==> src/logic/ob_pkg.sv <==
/* sizes, order codes and result codes shared by the order book RTL and its testbench
   refer to them as ob_pkg::name */
`default_nettype none

package ob_pkg;

    localparam int NUM_STOCKS = 4;
    localparam int BOOK_DEPTH = 8;
    localparam int STOCK_W    = 2;
    localparam int SLOT_W     = 3;
    localparam int PRICE_W    = 32;
    localparam int QTY_W      = 16;
    localparam int ID_W       = 32;

    // order type codes where code 3 is invalid
    localparam logic [1:0] OP_ADD     = 2'd0;
    localparam logic [1:0] OP_CANCEL  = 2'd1;
    localparam logic [1:0] OP_EXECUTE = 2'd2;

    // side bit of a buy order and 0 means sell
    localparam logic SIDE_BUY = 1'b1;

    localparam logic [1:0] ST_OK        = 2'd0;
    localparam logic [1:0] ST_NOT_FOUND = 2'd1;
    localparam logic [1:0] ST_BOOK_FULL = 2'd2;
    localparam logic [1:0] ST_BAD_TYPE  = 2'd3;

    // reported when a side holds no orders
    localparam logic [PRICE_W-1:0] BID_EMPTY = '0;
    localparam logic [PRICE_W-1:0] ASK_EMPTY = '1;

endpackage

`default_nettype wire
==> src/logic/order_intake.sv <==
/* order channel front end: accepts one order, pulses the store, holds the result
   until the trading side takes it */
`default_nettype none
`timescale 1ns/1ns

module order_intake (
    input  wire                          i_clk,
    input  wire                          i_reset_n,
    input  wire                          i_order_valid,
    output logic                         o_order_ready,
    input  wire  [1:0]                   i_order_type,
    input  wire                          i_side,
    input  wire  [ob_pkg::STOCK_W-1:0]   i_stock_id,
    input  wire  [ob_pkg::PRICE_W-1:0]   i_price,
    input  wire  [ob_pkg::QTY_W-1:0]     i_quantity,
    input  wire  [ob_pkg::ID_W-1:0]      i_order_id,
    input  wire                          i_result_ready,
    input  wire                          i_op_done,
    input  wire  [1:0]                   i_op_status,
    input  wire                          i_scan_done,
    output logic                         o_start_add,
    output logic                         o_start_cancel,
    output logic                         o_start_execute,
    output logic                         o_side,
    output logic [ob_pkg::STOCK_W-1:0]   o_stock_id,
    output logic [ob_pkg::PRICE_W-1:0]   o_price,
    output logic [ob_pkg::QTY_W-1:0]     o_quantity,
    output logic [ob_pkg::ID_W-1:0]      o_order_id,
    output logic                         o_result_valid,
    output logic [1:0]                   o_status
);

    // idle is neither working nor holding
    logic working;
    logic holding;
    logic accept;

    assign o_order_ready = !working && !holding;
    assign accept        = i_order_valid && o_order_ready;

    always_ff @(posedge i_clk) begin
        if (accept) begin
            o_side     <= i_side;
            o_stock_id <= i_stock_id;
            o_price    <= i_price;
            o_quantity <= i_quantity;
            o_order_id <= i_order_id;
        end
    end

    always_ff @(posedge i_clk) begin
        if (!i_reset_n) begin
            working         <= 1'b0;
            holding         <= 1'b0;
            o_result_valid  <= 1'b0;
            o_start_add     <= 1'b0;
            o_start_cancel  <= 1'b0;
            o_start_execute <= 1'b0;
            o_status        <= ob_pkg::ST_OK;
        end else begin
            o_start_add     <= 1'b0;
            o_start_cancel  <= 1'b0;
            o_start_execute <= 1'b0;

            if (accept) begin
                case (i_order_type)
                    ob_pkg::OP_ADD: begin
                        o_start_add <= 1'b1;
                        working     <= 1'b1;
                    end
                    ob_pkg::OP_CANCEL: begin
                        o_start_cancel <= 1'b1;
                        working        <= 1'b1;
                    end
                    ob_pkg::OP_EXECUTE: begin
                        o_start_execute <= 1'b1;
                        working         <= 1'b1;
                    end
                    default: begin
                        // no store access and the result follows a cycle later
                        o_status <= ob_pkg::ST_BAD_TYPE;
                        holding  <= 1'b1;
                    end
                endcase
            end

            if (working) begin
                if (i_op_done) begin
                    o_status <= i_op_status;
                end
                if (i_scan_done) begin
                    working        <= 1'b0;
                    holding        <= 1'b1;
                    o_result_valid <= 1'b1;
                end
            end

            if (holding) begin
                if (!o_result_valid) begin
                    o_result_valid <= 1'b1;
                end else if (i_result_ready) begin
                    holding        <= 1'b0;
                    o_result_valid <= 1'b0;
                end
            end
        end
    end

endmodule

`default_nettype wire

==> config.mk <==
export PLATFORM = sky130hd
export DESIGN_NAME = order_intake
export DESIGN_NICKNAME = d
export VERILOG_FILES = /design/src/logic/ob_pkg.sv /design/src/logic/order_intake.sv
export SDC_FILE = /design/constraint.sdc
export NUM_CORES = 1
export LEC_CHECK = 0
export ABC_AREA = 1
export BUFFER_PORTS_ARGS = -buffer_cell sky130_fd_sc_hd__buf_2
export CAP_MARGIN = 5
export CORE_ASPECT_RATIO = 1.75
export CORE_UTILIZATION = 37
export CTS_CLUSTER_SIZE = 25
export DETAILED_ROUTE_END_ITERATION = 10
export PLACE_DENSITY = 0.83
export SKIP_LAST_GASP = 1
export SYNTH_ARGS = -nofsm -noshare
export SYNTH_HDL_FRONTEND = slang
export SYNTH_SLANG_ARGS = --single-unit
==> constraint.sdc <==
create_clock -name i_clk -period 4.95 [get_ports i_clk]
set_input_delay 0.99 -clock i_clk [delete_from_list [all_inputs] [get_ports i_clk]]
set_output_delay 0.99 -clock i_clk [all_outputs]
set_load 0.01 [all_outputs]
[After elaboration in Yosys (flattened, before gate mapping)]
Cells that the tools add are included.
Widths: inputs -> output; s select.
Operators by class
  equal/unequal tests: 2
  multiplexer cells: 23
  reduce and logical (&&, ||, !) cells: 7
Operators with widths (number)
  $mux 1: 19
  $mux 2: 4
  $reduce_or 3->1: 1
  $eq 2x1->1 const B: 1
  $eq 2x2->1 const B: 1
  $logic_and 1x1->1: 2
  $logic_not 1->1: 2
  $logic_not 2->1: 1
  $reduce_and 2->1: 1
Storage, ports and cells
  register bits: 91
  input bits: 93
  output and inout port bits: 90
  word-level logic and storage cells: 44

[Logic depth before layout (Yosys ltp)]
  depth after elaboration: 9
  gate-level depth with buffers: 6
  gate-level depth less buffers: 6

[Least setup slack after synthesis]
OpenSTA, ideal clock, no wires.
  path type: input to register
  start: input i_order_valid
  end: register o_order_id[0] (netlist bit) (enable)
  data arrival time: 4.208 ns
  slack: 0.230 ns
  stages: 1
  path buffers: 0
  path through: nor3b_2
Between the ends
  word-level cells in the longest chain between the ends: 1
Ends and longest elaborated chain
  from (decl): RTL line order_intake.sv:9  | input wire i_order_valid,
  $logic_and 1x1->1: RTL line order_intake.sv:39  | assign accept = i_order_valid && o_order_ready;
  to (signal assigned): RTL line order_intake.sv:47  | o_order_id <= i_order_id;
  to (decl): RTL line order_intake.sv:28  | output logic [ob_pkg::ID_W-1:0] o_order_id,
No other way between the ends.
A chain may end at the register's enable or synchronous reset.

[Worst setup path after layout]
  start: input i_order_valid
  end: register o_start_add
Between the ends
  word-level cells in the longest chain between the ends: 2
Ends and longest elaborated chain
  $logic_and 1x1->1: RTL line order_intake.sv:39
  $reduce_and 2->1 (no line)
  to (signal assigned): RTL line order_intake.sv:56  | o_start_add <= 1'b0;
  to (signal assigned): RTL line order_intake.sv:61  | o_start_add <= 1'b0;
  to (signal assigned): RTL line order_intake.sv:68  | o_start_add <= 1'b1;
  to (decl): RTL line order_intake.sv:21  | output logic o_start_add,
No other way between the ends.

==> impl_metrics.json <==
{
  "slew_violations": 0,
  "synth_xor_area_share_pct": 0,
  "internal_power_mw": 1.322,
  "busiest_layer": "met2",
  "numCtsBuffers": 9,
  "vias_per_cell": 4.404,
  "setup_viol": 0,
  "ir_worst_vdd_v": 0.0002904,
  "clockBufferDepth": 2,
  "ys_top_cells_by_count": "edfxtp_1, nand2_1, dfxtp_1",
  "detail-route-antenna-nets": 0,
  "power_switching_uw": 374.5,
  "setup_tns_ns": 0,
  "fin_hold_ws_ns": 0.5322,
  "grt_usage_pct": 15.38,
  "clock_sinks": 91,
  "htreeDepth": 3,
  "period_needed_ns": 2.161,
  "yosys_warnings": 0,
  "seqPwrFrac_pct": 55.2,
  "die_area_um2": 7933,
  "ios": 183,
  "stdcell_count": 408,
  "wl_mm": 6.216,
  "antenna_found_initial": 1,
  "max_freq_ghz": 0.4627,
  "rsz0062_at_grt": "no",
  "cts_tree": "yes",
  "combPwrFrac_pct": 10.0,
  "syn_nets": 215,
  "place_inst": 391,
  "holdCritPathClass": "register to register",
  "grt_pass1_wl_mm": 8.293,
  "ys.flop_type": "edfxtp_1",
  "synth-seq-area-share_pct": 94.73,
  "wl_per_cell_um": 15.24,
  "status": "finished, final reports clean",
  "die_x_um": 67.76,
  "start_util_pct": 38.44,
  "overflow": 0,
  "clk_pin_slew_worst_paths_ns": 0.06,
  "netlist_instances": 122,
  "utilization_pct": 56.24,
  "ctsResizeCount": 0,
  "cts_root_buf": "clkbuf_16",
  "finalNetCount": 409,
  "p_per_area_nw_per_um2": 414.1,
  "place.gp.congestion": 0.6905,
  "cts_setup_buffers": 0,
  "grt_use_met3_pct": 4.748,
  "dr_total_vias": 1797,
  "grt_pass1_vias": 1692,
  "synth_top_family_by_area": "simple AND/OR/NAND/NOR gates",
  "synth_compound_area_share_pct": 1.832,
  "worstRegToRegCells": 4,
  "clock_latency_ns": 0.33,
  "fin_crit_sh_pct": 43.66,
  "drc": 0,
  "ys_top_cells_by_area": "edfxtp_1, dfxtp_1, nand2_1, a21oi_1, inv_1",
  "netSwitchingFraction_pct": 22.08,
  "synthesis.area_um2": 2800,
  "rows": 41,
  "synth_edf_count": 83,
  "start_kind": "input pin",
  "met2_usage_pct": 25.21,
  "design_area_um2": 4096,
  "tightestPinTransition_ns": 1.035,
  "yosysTopAreaCell": "edfxtp_1",
  "grt_max_degree": 85,
  "crit_required_ns": 5.19,
  "p_clk_share_pct": 34.8,
  "finalHoldViolCount": 0,
  "synth_most_common_cell": "edfxtp_1",
  "core_area_um2": 7284,
  "hpwl_mm": 4.714,
  "synth_fa_ha_area_share_pct": 0,
  "crit_path_end_kind": "register",
  "yosys_register_bits": 91,
  "io_buffers": 182,
  "p_leak_nw": 1.784,
  "skew_ns": 0.007234,
  "max-cap-violations": 0,
  "async_flop_share_pct": 0,
  "area_growth_pct": 46.29,
  "worstPathArrival_ns": 2.41,
  "synth_area_per_cell_um2": 22.95,
  "cts_hold_buf": 0,
  "relSlewSlack_pct": 30.98,
  "dr.pass1.iters": 4,
  "drive_above_1_share_pct": 61.99,
  "synth_top_area_share_pct": 89.01,
  "ys_types": 13,
  "critPathMaxFanout": 84,
  "yosys.area_share.simple_pct": 2.770,
  "path_class": "input pin to register",
  "synth_mux_area_share_pct": 0,
  "hold_depth": 2,
  "use_met1_pct": 16.37,
  "die_h_um": 117.1,
  "place_area_um2": 3832,
  "drtIter0Drc": 164
}
worst paths after layout:
check	slack, ns	from	to
setup / recovery	2.79	i_order_valid	o_start_add
setup reg to reg	3.11	working	o_start_add
hold reg to reg	0.53	o_status[1]	o_status[1]
hold / removal	0.53	o_status[1]	o_status[1]
worst max-delay path, cell delays in order:
cell and delay (ns):
buf_2 0.08, nor3b_4 0.15, buf_4 0.81, nand2_2 0.17
nor3_1 0.20
placed cells by master (no fill, tap or decap), drive strengths merged:
cell      instances
o22ai             1
nor3              2
o21ai             3
a21oi             6
nor2              2
clkbuf           10
clkinv            4
nand3             1
clkinvlp          2
dfxtp             8
buf             183
diode             1
edfxtp           83
nand2            10
inv               5
nor3b             1
power groups by stage:
stage                     Combinational, mW  Sequential [mW]  Clock, mW
after floorplan                      0.0327            0.990          0
after global placement                0.165            0.950          0
after detailed placement              0.172            0.953          0
after CTS                             0.172            0.937      0.610
after global routing                  0.186            0.943      0.629
final                                 0.170            0.936      0.590
state kept, by name (all words and copies together), names as in the netlist:
register,count
holding,1
o_order_id,32
o_price,32
o_quantity,16
o_result_valid,1
o_side,1
o_start_add,1
o_start_cancel,1
o_start_execute,1
o_status,2
o_stock_id,2
working,1
layout make-up:
cell class,instances,area [µm²]
multi-input cells,26,135.1
clock buffers,10,229.0
flip-flops and latches,91,2653
well taps,86,107.6
fillers,607,3188
diodes,1,2.502
inverters,5,18.77
repair buffers,183,918.4
clock inverters,6,32.53
logic make-up (layout without fill, tap and decap cells):
family,Yosys count,after routing
flops,91,91
simple gates,16,16
buf+inv,5,204
compound gates,10,10
other cells,0,1
stage by stage:
step                      power, mW  setup WS, ns
after floorplan               1.022        0.2296
after global placement        1.115         2.524
after detailed placement      1.126         2.410
after CTS                     1.719         2.771
after global routing          1.758         2.600
final                         1.696         2.789
per-layer routing:
layer / wire length [µm] / part of all wire, % / up-vias
met5: 0 / 0 / -
met4: 180 / 2.9 / 0
met3: 453 / 7.3 / 14
met2: 3339 / 54 / 106
met1: 2243 / 36 / 823
li1: - / - / 854
Power figures use the tool's default switching activity.
