`config.mk`:
```
export PLATFORM = sky130hd
export DESIGN_NAME = best_price_scan
export DESIGN_NICKNAME = d
export VERILOG_FILES = /design/src/logic/ob_pkg.sv /design/src/logic/best_price_scan.sv
export SDC_FILE = /design/constraint.sdc
export NUM_CORES = 1
export LEC_CHECK = 0
export BUFFER_PORTS_ARGS = -buffer_cell sky130_fd_sc_hd__buf_2
export CAP_MARGIN = 40
export CELL_PAD_IN_SITES_DETAIL_PLACEMENT = 2
export CELL_PAD_IN_SITES_GLOBAL_PLACEMENT = 2
export CORE_UTILIZATION = 41
export CTS_BUF_LIST = sky130_fd_sc_hd__clkbuf_4 sky130_fd_sc_hd__clkbuf_8
export CTS_CLUSTER_SIZE = 8
export DETAILED_ROUTE_END_ITERATION = 8
export GPL_ROUTABILITY_DRIVEN = 0
export GPL_TIMING_DRIVEN = 0
export PLACE_DENSITY_LB_ADDON = 0.08
export SLEW_MARGIN = 20
export SYNTH_ARGS = -nofsm -noshare
export SYNTH_HDL_FRONTEND = slang
export SYNTH_SLANG_ARGS = --single-unit
export TNS_END_PERCENT = 1
```
`constraint.sdc`:
```
create_clock -name i_clk -period 4.05 [get_ports i_clk]
set_input_delay 0.405 -clock i_clk [delete_from_list [all_inputs] [get_ports i_clk]]
set_output_delay 0.405 -clock i_clk [all_outputs]
set_load 0.02 [all_outputs]
```
`src/logic/ob_pkg.sv`:
```
/* sizes, order codes and result codes shared by the order book RTL and its testbench
   refer to them as ob_pkg::name */
`default_nettype none

package ob_pkg;

    localparam int NUM_STOCKS = 4;
    localparam int BOOK_DEPTH = 8;
    localparam int STOCK_W    = 2;
    localparam int SLOT_W     = 3;
    localparam int PRICE_W    = 32;
    localparam int QTY_W      = 16;
    localparam int ID_W       = 32;

    // order type codes where code 3 is invalid
    localparam logic [1:0] OP_ADD     = 2'd0;
    localparam logic [1:0] OP_CANCEL  = 2'd1;
    localparam logic [1:0] OP_EXECUTE = 2'd2;

    // side bit of a buy order and 0 means sell
    localparam logic SIDE_BUY = 1'b1;

    localparam logic [1:0] ST_OK        = 2'd0;
    localparam logic [1:0] ST_NOT_FOUND = 2'd1;
    localparam logic [1:0] ST_BOOK_FULL = 2'd2;
    localparam logic [1:0] ST_BAD_TYPE  = 2'd3;

    // reported when a side holds no orders
    localparam logic [PRICE_W-1:0] BID_EMPTY = '0;
    localparam logic [PRICE_W-1:0] ASK_EMPTY = '1;

endpackage

`default_nettype wire
```
`src/logic/best_price_scan.sv`:
```
/* walks every slot of the side just touched and stores its best price per stock
   started by op_done, ends with a one cycle scan_done */
`default_nettype none
`timescale 1ns/1ns

module best_price_scan (
    input  wire                          i_clk,
    input  wire                          i_reset_n,
    input  wire                          i_op_done,
    input  wire                          i_side,
    input  wire  [ob_pkg::STOCK_W-1:0]   i_stock_id,
    input  wire  [ob_pkg::PRICE_W-1:0]   i_rd_price,
    input  wire                          i_rd_valid,
    output logic [ob_pkg::SLOT_W-1:0]    o_rd_slot,
    output logic                         o_scan_done,
    output logic [ob_pkg::PRICE_W-1:0]   o_best_bid,
    output logic [ob_pkg::PRICE_W-1:0]   o_best_ask
);

    logic [ob_pkg::PRICE_W-1:0] bid_reg [ob_pkg::NUM_STOCKS];
    logic [ob_pkg::PRICE_W-1:0] ask_reg [ob_pkg::NUM_STOCKS];
    logic [ob_pkg::PRICE_W-1:0] best;
    logic [ob_pkg::PRICE_W-1:0] next_best;
    logic [ob_pkg::STOCK_W-1:0] shown_stock;
    logic                       scanning;
    logic                       better;

    // highest price wins on the buy side, lowest on the sell side
    always_comb begin
        if (i_side == ob_pkg::SIDE_BUY) begin
            better = i_rd_price > best;
        end else begin
            better = i_rd_price < best;
        end
        next_best = (i_rd_valid && better) ? i_rd_price : best;
    end

    always_ff @(posedge i_clk) begin
        if (i_op_done) begin
            best <= (i_side == ob_pkg::SIDE_BUY) ? ob_pkg::BID_EMPTY : ob_pkg::ASK_EMPTY;
        end else if (scanning) begin
            best <= next_best;
        end
    end

    always_ff @(posedge i_clk) begin
        if (!i_reset_n) begin
            scanning    <= 1'b0;
            o_rd_slot   <= '0;
            o_scan_done <= 1'b0;
            shown_stock <= '0;
            for (int k = 0; k < ob_pkg::NUM_STOCKS; k++) begin
                bid_reg[k] <= ob_pkg::BID_EMPTY;
                ask_reg[k] <= ob_pkg::ASK_EMPTY;
            end
        end else begin
            o_scan_done <= 1'b0;
            if (i_op_done) begin
                scanning  <= 1'b1;
                o_rd_slot <= '0;
            end else if (scanning) begin
                o_rd_slot <= o_rd_slot + 1'b1;
                // on the last slot the winner goes straight into the stock register
                if (int'(o_rd_slot) == ob_pkg::BOOK_DEPTH - 1) begin
                    scanning    <= 1'b0;
                    o_scan_done <= 1'b1;
                    shown_stock <= i_stock_id;
                    if (i_side == ob_pkg::SIDE_BUY) begin
                        bid_reg[i_stock_id] <= next_best;
                    end else begin
                        ask_reg[i_stock_id] <= next_best;
                    end
                end
            end
        end
    end

    assign o_best_bid = bid_reg[shown_stock];
    assign o_best_ask = ask_reg[shown_stock];

endmodule

`default_nettype wire

```
======== Word level (Yosys, flattened, before mapping) ========
Memories as Yosys holds them, arrays and structs flattened. A register that Yosys moved wholly into a read port is not among the register bits.
Index checks and enable logic that the tools add are counted.
storage, ports and cells
  register bits after elaboration ......... 39
  latch bits .............................. 0
  memory bits (writable) .................. 256
  bits in read-only memories .............. 0
  input bits .............................. 39
  output and inout port bits .............. 68
  logic and storage cells ................. 53
  memories kept ........................... 2
memories
  memory   depth  width  rd ports  clocked after Yosys merged registers in  write ports  line                   text
  ask_reg  4      32     1         1                                        4            best_price_scan.sv:21  logic [ob_pkg::PRICE_W-1:0] ask_reg [ob_pkg::NUM_STOCKS];
  bid_reg  4      32     1         1                                        4            best_price_scan.sv:20  logic [ob_pkg::PRICE_W-1:0] bid_reg [ob_pkg::NUM_STOCKS];
cells by class
  add/subtract/negate cells ............... 1
  multiply operators ...................... 0
  divide/modulo/power cells ............... 0
  $lt $le $gt $ge ......................... 2
  equal/unequal tests ..................... 1
  shift operators ......................... 0
  muxes and demuxes ....................... 32
  bitwise logic cells ..................... 3
  reductions and logical operators ........ 7
operators with widths
  cell                                                 count
  two-way mux 32 bit                                   6
  OR reduction 32 bit                                  2
  > comparator 32 bit                                  1
  < comparator 32 bit                                  1
  two-way mux 1 bit                                    20
  two-way mux 2 bit                                    6
  adder 3 x 1 -> 3 bit, second input constant          1
  equality test 3 x 1 -> 1 bit, second input constant  1
  inverter 1 bit                                       3
  AND reduction 3 bit                                  1
  OR reduction 3 bit                                   1
  nonzero test 2 bit                                   1
  OR reduction 2 bit                                   1
  logical AND 1 bit                                    1

======== Longest topological paths before layout ========
Gate-level depths: netlist of the first run.
  word-level depth ........................ 8
  gate-level depth with buffers ........... 11
  depth with buffers taken out ............ 9

======== Worst setup path before layout of the first run ========
Ideal clock, no wire load.
  kind .................................... register -> register
  start ................................... register o_rd_slot[0] (netlist bit)
  end ..................................... memory ask_reg[3][0] (netlist bit) (enable)
  setup time .............................. 0.470 ns
  arrival time ............................ 3.633 ns
  setup slack ............................. -0.054 ns
  cell stages (with the launch flop) ...... 7
  buffers on the path ..................... 1
  clock period less this slack ............ 4.104 ns
  path through ............................ dfxtp_1 -> ha_1 -> ha_1 -> and3b_1 -> clkbuf_1 -> nand2_1 -> o31ai_1
RTL lines
  item                    line                   text
  from (decl)             best_price_scan.sv:14  output logic [ob_pkg::SLOT_W-1:0] o_rd_slot,
  from (signal assigned)  best_price_scan.sv:62  o_rd_slot <= o_rd_slot + 1'b1;
  to (decl)               best_price_scan.sv:21

==> results of run 1 <==
area by class of cell:
cell class              instances  share of cell area
well taps                     448              0.0338
plain buffers                  72              0.0181
clock buffers                  68              0.0516
inverters                      36             0.00815
repair buffers                127              0.0533
flip-flops and latches        297               0.533
clock inverters                31             0.00974
multi-input cells             552               0.293
through the flow:
| stage | power [mW] | instance area [um^2] | hold slack [ps] | setup WS [ps] |
|---|---|---|---|---|
| after floorplan | 4.00 | 14000 | 462 | 60.5 |
| after global placement | 4.30 | 15100 | 478 | -2380 |
| after detailed placement | 4.36 | 15500 | 526 | 103 |
| after CTS | 7.10 | 16500 | 146 | 103 |
| after global routing | 7.27 | 16600 | 175 | 102 |
| final | 7.05 | 16600 | 178 | 254 |
repair_timing:
action	CTS	global route
endpoints found under the setup margin	0	62
resized for setup	0	4
setup buffers	0	0
routing by layer:
layer / routed length, um / GRT usage / share of wire / vias up
met4: 1160 / 0.0829 / 0.025 / 2
met1: 19000 / 0.350 / 0.40 / 5296
met2: 24100 / 0.475 / 0.51 / 363
li1: - / - / - / 4297
met5: 17 / 0 / 0.00036 / -
met3: 2620 / 0.0430 / 0.056 / 84
report_power, final:
part           switching (mW)  total (mW)  internal (mW)  leakage [nW]
registers               0.101        3.57           3.47          2.59
logic                   0.531       0.746          0.215          2.25
clock network            1.30        2.74           1.44         0.536
total                    1.93        7.05           5.13          5.37
synth_stat cells (all sizes together) (2+ instances only):
| master | count |
|---|---|
| nor2b | 3 |
| nand2 | 16 |
| dfxtp | 9 |
| inv | 36 |
| o21a | 2 |
| nand4 | 5 |
| a221o | 33 |
| edfxtp | 288 |
| nor3 | 9 |
| or2 | 2 |
| a21oi | 43 |
| nor4 | 2 |
| nand3 | 165 |
| ha | 34 |
| nor2 | 12 |
| mux2i | 3 |
| or3 | 3 |
| mux4 | 64 |
| a21o | 3 |
| a22o | 96 |
| nand2b | 7 |
| buf | 32 |
| clkbuf | 40 |
| o21ai | 41 |
kinds of logic after synthesis:
| group | count (synthesis) |
|---|---|
| AOI/OAI and AO/OA | 224 |
| adders and majority gates | 34 |
| buffers and inverters | 108 |
| DFF | 297 |
| and+or+nand+nor | 226 |
| xor gates and xnor gates | 1 |
| muxes | 67 |
critical path, cell delays in order, from the launching register on:
cell	delay [ps]
edfxtp_1	500
inv_1	100
ha_1	310
nand4_1	210
nor4_4	540
a221o_1	250
a211o_2	220
o21a_2	370
buf_1	520
o21ai_1	320
a21oi_1	260
worst min path at each step:
stage | from | endpoint | slack [ps] | cells after the start
final | i_op_done | scanning | 180 | 2
after global routing | i_op_done | scanning | 170 | 2
after CTS | i_op_done | scanning | 150 | 2
after detailed placement | o_rd_slot[1] | o_rd_slot[1] | 530 | 2
after global placement | shown_stock[1] | flip-flop | 480 | 2
after floorplan | shown_stock[1] | flip-flop | 460 | 2
==> results.json, run 1 <==
{
  "ctsRootBufferMaster": "clkbuf_8",
  "reg2reg_depth": 10,
  "hold_viol_final": 0,
  "synthMuxAreaShare": 0.105,
  "clk_pin_slew_ps": 60,
  "async_reset_ff_frac": 0,
  "path_max_fanout": 10,
  "post-route-min-period_ps": 3800,
  "leakagePower_nw": 5.37,
  "fillers": 3228,
  "drc": 0,
  "grt_pass1_vias": 10900,
  "synth_seq_cells": 297,
  "instances_no_fill": 1631,
  "critPathLaunch": "best[29]",
  "ys_seq_area_frac": 0.629,
  "clock_path_buffers": 3,
  "vias": 10000,
  "critPathKind": "flip-flop to flip-flop",
  "grt.overflow.total": 0,
  "r2r_setup_slack_ps": 250,
  "num_rows": 67,
  "arrival_ps": 4210,
  "avgRoutedWirePerCell_um": 28.8,
  "syn-cell-area_mm2": 0.0140,
  "rsz0062_at_grt": "no",
  "tns_ps": 0,
  "wl_um": 46900,
  "synth_edf_count": 288,
  "layout_common_cells": "edfxtp_1, nand3_1, buf_2",
  "grt_usage": 0.273,
  "coreArea_mm2": 0.0336,
  "hold_class": "input pin to flip-flop",
  "status": "finished, final reports clean",
  "port_buffers": 106,
  "postSynthCellCount": 957,
  "cts_tree": "done",
  "synthTopCellsByArea": "edfxtp_1, mux4_2, a22o_1",
  "r2r-end": "bid_reg[2][24]",
  "grt_pass1_wl_um": 70400,
  "layout_commonest_cell": "edfxtp_1",
  "dieArea_mm2": 0.0350,
  "synthSimpleGateAreaFrac": 0.0830,
  "cap_violations": 0,
  "vdd_drop_max_mv": 0.272,
  "required_ps": 4460,
  "ys_warn_count": 0,
  "period_share": 0.937,
  "final_core_util": 0.493,
  "max_slew_margin": 0.420,
  "cts_buffers": 53,
  "synth_top_family_by_area": "compound AO/OA/AOI/OAI gates",
  "die_x_um": 187,
  "multi_input_area_mm2": 0.00485,
  "avgSynthCellArea_um2": 14.7,
  "h-tree-depth": 2,
  "drtIter0Drc": 812,
  "cp-start-kind": "flip-flop",
  "drtPass1Iterations": 5,
  "netlist-cell-type-count": 42,
  "r2r_start": "best[29]",
  "synthAdderAreaFrac": 0.0303,
  "slew_violations": 0,
  "endpoint_kind": "flip-flop",
  "synthFlopType": "edfxtp_1",
  "clock_sink_count": 297,
  "synth_nets": 1030,
  "die_h_um": 187,
  "fmax_ghz": 0.263,
  "dpl.hpwl_um": 32400,
  "clock_skew_ps": 26.6,
  "fin_nets": 1212,
  "diodes": 0,
  "clock_latency_ps": 600,
  "yosysTopAreaCell": "edfxtp_1",
  "start_util": 0.418,
  "cts_hold_buffers": 0,
  "tightest_slew_ps": 864,
  "endpoint": "bid_reg[2][24]",
  "area_growth_pct": 18.0,
  "placed_cells": 1529,
  "seq_area_mm2": 0.00883,
  "setup_violations": 0,
  "drive_gt1_frac": 0.269,
  "power.density_mw_per_mm2": 426,
  "postRouteAntennaNets": 0,
  "num_io_pins": 107,
  "antenna_found_initial": 1,
  "via_per_inst": 6.16,
  "grt_max_degree": 23,
  "synth-compound-area-share": 0.122,
  "synthXorXnorAreaFrac": 0.000624,
  "synth_top_area_frac": 0.616
}
(Power assumes the default switching activity.)
==> run 2: changes to the inputs <==
Settings changed: CTS_CLUSTER_DIAMETER set to 150, MAX_ROUTING_LAYER set to met4.
==> run 2 against run 1 <==
  * Utilization is 0.42 points lower
  * Flip-flop and latch count unchanged
  * Hold slack better by 34 ps
  * Sequential share of layout area up 0.46 points
  * Die area stayed put
  * Sequential power hardly changed
  * Combinational power about the same
  * Largest power group unchanged
==> results.json, run 2 (synthesis gave the netlist of run 1 again) <==
{
  "slew_violations": 0,
  "layout_commonest_cell": "edfxtp_1",
  "postCtsSetupBuffers": 0,
  "fin_area_mm2": 0.0164,
  "grt_pass1_vias": 10800,
  "die_x_um": 187,
  "timing.final.ws_setup_ps": 246,
  "clock_sink_count": 297,
  "dpl.hpwl_um": 32400,
  "vias": 9867,
  "hold_viol_final": 0,
  "grt.busiest_layer": "met2",
  "critPathKind": "flip-flop to flip-flop",
  "drtPass1Iterations": 6,
  "coreArea_mm2": 0.0336,
  "fmax_ghz": 0.263,
  "drive_gt1_frac": 0.274,
  "use_met3": 0.0403,
  "clock_path_buffers": 3,
  "max_slew_margin": 0.439,
  "die_h_um": 187,
  "combPwrFrac": 0.109,
  "status": "finished, final reports clean",
  "ctsRootBufferMaster": "clkbuf_8",
  "cts_tree": "done",
  "wl_um": 46700,
  "clkPwrFrac": 0.367,
  "grt_usage": 0.281,
  "h-tree-depth": 2,
  "final_core_util": 0.489,
  "internal_power_mw": 5.00,
  "switching_share": 0.266,
  "path_max_fanout": 10,
  "fillers": 3215,
  "via_per_inst": 6.12,
  "postRouteAntennaNets": 0,
  "num_rows": 67,
  "grt.overflow.total": 0,
  "layout_common_cells": "edfxtp_1, nand3_1, buf_2",
  "vdd_drop_max_mv": 0.201,
  "post_dp_cell_area_mm2": 0.0155,
  "clock_latency_ps": 560,
  "start_util": 0.418,
  "tns_ps": 0,
  "dieArea_mm2": 0.0350,
  "hold_class": "input pin to flip-flop",
  "clock_skew_ps": 24.7,
  "period_share": 0.939,
  "grt_util_met1": 0.353,
  "antenna_found_initial": 1,
  "whs_path_depth": 2,
  "post-route-min-period_ps": 3800,
  "clk_pin_slew_ps": 70,
  "met2_usage": 0.472,
  "drc": 0,
  "placed_cells": 1529,
  "endpoint_kind": "flip-flop",
  "arrival_ps": 4060,
  "grt_max_degree": 23,
  "reg2reg_depth": 10,
  "power.density_mw_per_mm2": 415,
  "setup_violations": 0,
  "fin_nets": 1203,
  "port_buffers": 106,
  "cts_buffers": 43,
  "p_sw_mw": 1.81,
  "grt_pass1_wl_um": 70400,
  "leakagePower_nw": 5.32,
  "cap_violations": 0,
  "place_ws_ps": 103,
  "rsz0062_at_grt": "no",
  "fin_total_pwr_mw": 6.81,
  "avgRoutedWirePerCell_um": 29.0,
  "area_growth_pct": 17.0,
  "tightest_slew_ps": 841,
  "instances_no_fill": 1612,
  "p_seq_frac": 0.524,
  "num_io_pins": 107,
  "drtIter0Drc": 769,
  "required_ps": 4310,
  "cp-start-kind": "flip-flop",
  "holdWs_ps": 212
}
==> run 2: changes by cell type in the layout (fill, tap and decap cells not counted) <==
cell,change
clkinv_1,-20
clkbuf_2,+1
clkinvlp_4,-1
buf_1,-1
diode_2,+1
o21ai_1,-1
o21ai_2,+1
nor4_2,-1
nor4_1,+1
buf_2,+1
clkinv_2,-8
clkbuf_8,-10
bufinv_16,-1
clkbuf_4,+19
==> run 2: path summary, 6_finish.rpt <==
path,slack (ps),endpoint,start
hold / removal,210,scanning,i_op_done
hold reg to reg,540,o_rd_slot[1],o_rd_slot[1]
setup / recovery,250,ask_reg[0][6],best[17]
setup reg to reg,250,ask_reg[0][6],best[17]
==> run 2: timing repair <==
item | in CTS | in global routing
hold buffers | 0 | 0
gates resized for setup | 0 | 5
setup endpoints to repair | 0 | 91
==> run 2: power by group through the flow <==
stage               clock network, mW  logic [mW]  registers [mW]
global route                     2.66       0.801            3.58
detailed placement                  0       0.731            3.63
global placement                    0       0.666            3.64
finish                           2.50       0.743            3.57
floorplan                           0       0.406            3.60
CTS                              2.54       0.737            3.57
==> run 2: cell type report <==
cell class,instances,area [um^2],area share
flip-flops and latches,297,8830,0.537
plain buffers,72,302,0.0184
clock buffers,77,860,0.0523
inverters,36,135,0.00822
diodes,1,2.50,0.000152
repair buffers,128,888,0.0541
multi-input cells,552,4850,0.295
clock inverters,1,8.76,0.000533
well taps,448,561,0.0341
==> run 2: metal layers <==
| metal | share of wire | routed length (um) |
|---|---|---|
| met5 | 0 | 0 |
| met2 | 0.51 | 24000 |
| met1 | 0.42 | 19500 |
| met3 | 0.047 | 2190 |
| met4 | 0.022 | 1020 |
==> run 2: critical path, cell delays in order (launching register included) <==
cell and delay (ps):
edfxtp_1 490, inv_1 80, ha_1 310, a21oi_1 150
o21ai_1 200, a221o_1 400, a211o_2 410, o21a_2 360
clkbuf_1 330, o21ai_1 550, nand3_1 200
==> run 3: changes to the inputs <==
Settings changed: GPL_TIMING_DRIVEN 0 to not set, SLEW_MARGIN 20 to not set.
==> run 3 against run 2 <==
  * Critical path depth rose by 1
  * Wire length rose by 1.1%
  * Clock power fell by 8.8%
==> results.json, run 3 (synthesis gave the netlist of run 1 again) <==
{
  "status": "finished, final reports clean",
  "placed_cells": 1484,
  "multi_input_area_mm2": 0.00488,
  "combPwrFrac": 0.109,
  "p_seq_frac": 0.544,
  "wl_um": 47200,
  "dpl.hpwl_um": 30200,
  "post-route-min-period_ps": 3470,
  "postCtsSetupBuffers": 0,
  "grt_pass1_wl_um": 71000,
  "p_sw_mw": 1.77,
  "crit_chain": "inv_1 -> ha_1 -> nand4_1 -> nor4_2 -> a221o_1 -> a211o_2 -> o21ai_4 -> buf_4 -> buf_4 -> nand3_1 -> a21oi_1",
  "die_x_um": 187,
  "hold_class": "input pin to flip-flop",
  "leakagePower_nw": 5.13,
  "grt.overflow.total": 0,
  "coreArea_mm2": 0.0336,
  "internal_power_mw": 4.79,
  "port_buffers": 106,
  "path_max_fanout": 24,
  "layout_common_cells": "edfxtp_1, nand3_1, buf_2",
  "dieArea_mm2": 0.0350,
  "cts_buffers": 43,
  "clock_path_buffers": 3,
  "switching_share": 0.270,
  "slowest_stage": "edfxtp_1",
  "rsz0062_at_grt": "no",
  "grt_usage": 0.283,
  "vdd_drop_max_mv": 0.212,
  "avgRoutedWirePerCell_um": 30.5,
  "cts_resized": 0,
  "cp_common_cell": "buf_4",
  "required_ps": 4430,
  "area_growth_pct": 14.9,
  "critPathKind": "flip-flop to flip-flop",
  "max_slew_margin": 0.412,
  "drc": 0,
  "cap_violations": 0,
  "die_h_um": 187,
  "arrival_ps": 3850,
  "ctsRootBufferMaster": "clkbuf_8",
  "via_per_inst": 6.40,
  "seq_area_mm2": 0.00884,
  "postRouteAntennaNets": 0,
  "tightest_slew_ps": 882,
  "hold_viol_final": 0,
  "setup_violations": 0,
  "cpPeakStageDelay_ps": 490,
  "drtIter0Drc": 752,
  "period_share": 0.857,
  "fillers": 3227,
  "instances_no_fill": 1546,
  "fin_nets": 1154,
  "antenna_found_initial": 0,
  "clock_sink_count": 297,
  "slew_violations": 0,
  "endpoint_kind": "flip-flop",
  "drive_gt1_frac": 0.281,
  "num_rows": 67,
  "cp-start-kind": "flip-flop",
  "layout_commonest_cell": "edfxtp_1",
  "clkPwrFrac": 0.347,
  "fmax_ghz": 0.288,
  "clock_skew_ps": 25.9,
  "vias": 9892,
  "h-tree-depth": 2,
  "post_dp_cell_area_mm2": 0.0154,
  "cts_hold_buffers": 0,
  "diodes": 0,
  "clk_pin_slew_ps": 70,
  "power.density_mw_per_mm2": 407,
  "grt_pass1_vias": 10600,
  "num_io_pins": 107,
  "grt_max_degree": 65,
  "cts_tree": "done",
  "tns_ps": 0,
  "fin_area_mm2": 0.0161,
  "clock_latency_ps": 560,
  "drtPass1Iterations": 5,
  "final_core_util": 0.480,
  "fin_total_pwr_mw": 6.57,
  "start_util": 0.418
}
==> run 3: cell types whose count changed in the layout (fill, tap and decap cells not counted), moves of 7 or more <==
| cell | before | now |
|---|---|---|
| clkbuf_1 | 40 | 0 |
| buf_4 | 0 | 35 |
| buf_2 | 130 | 106 |
| clkbuf_4 | 32 | 15 |
| buf_1 | 7 | 0 |
| buf_8 | 8 | 1 |
==> run 3: per-layer routing <==
| layer | track usage | vias up | routed length [um] |
|---|---|---|---|
| li1 | - | 4148 | - |
| met1 | 0.395 | 5311 | 20800 |
| met4 | 0.0788 | 0 | 1210 |
| met5 | - | - | 0 |
| met3 | 0.0323 | 80 | 2600 |
| met2 | 0.439 | 353 | 22600 |
==> run 3: power groups by stage <==
stage	clock network (mW)	registers (mW)	logic, mW
3_3_place_gp	0	3.63	0.681
3_5_place_dp	0	3.64	0.709
4_1_cts	2.31	3.57	0.714
2_1_floorplan	0	3.60	0.406
5_1_grt	2.44	3.59	0.772
6_report	2.28	3.57	0.714
==> run 3: worst max-delay path, delay by kind of cell, from the launching register on <==
kind | cells | cell delay (ps)
compound gates | 4 | 1150
fa+ha+maj | 1 | 310
buf+inv | 3 | 810
flops | 1 | 490
simple gates | 3 | 510
==> run 3: cell type report <==
cell class              instances  area share
inverters                      36     0.00838
multi-input cells             552       0.302
repair buffers                151      0.0613
flip-flops and latches        297       0.548
clock inverters                 4     0.00194
well taps                     448      0.0347
clock buffers                  58      0.0437
==> run 3: path summary, 6_finish.rpt <==
path                                     start              to  slack (ps)  cells after the start
worst max-delay path                  best[30]  bid_reg[2][15]         580                     11
worst min-delay path                 i_op_done        scanning         230                      2
worst max register to register        best[30]  bid_reg[2][15]         580                     11
worst min register to register  shown_stock[1]       flip-flop         500                      2
==> run 3: per-stage QoR <==
stage | setup slack, ps | hold WS, ps
after global placement | 373 | 465
after CTS | 590 | 203
after global routing | 365 | 224
final | 580 | 226
after floorplan | 60.5 | 462
after detailed placement | 582 | 495
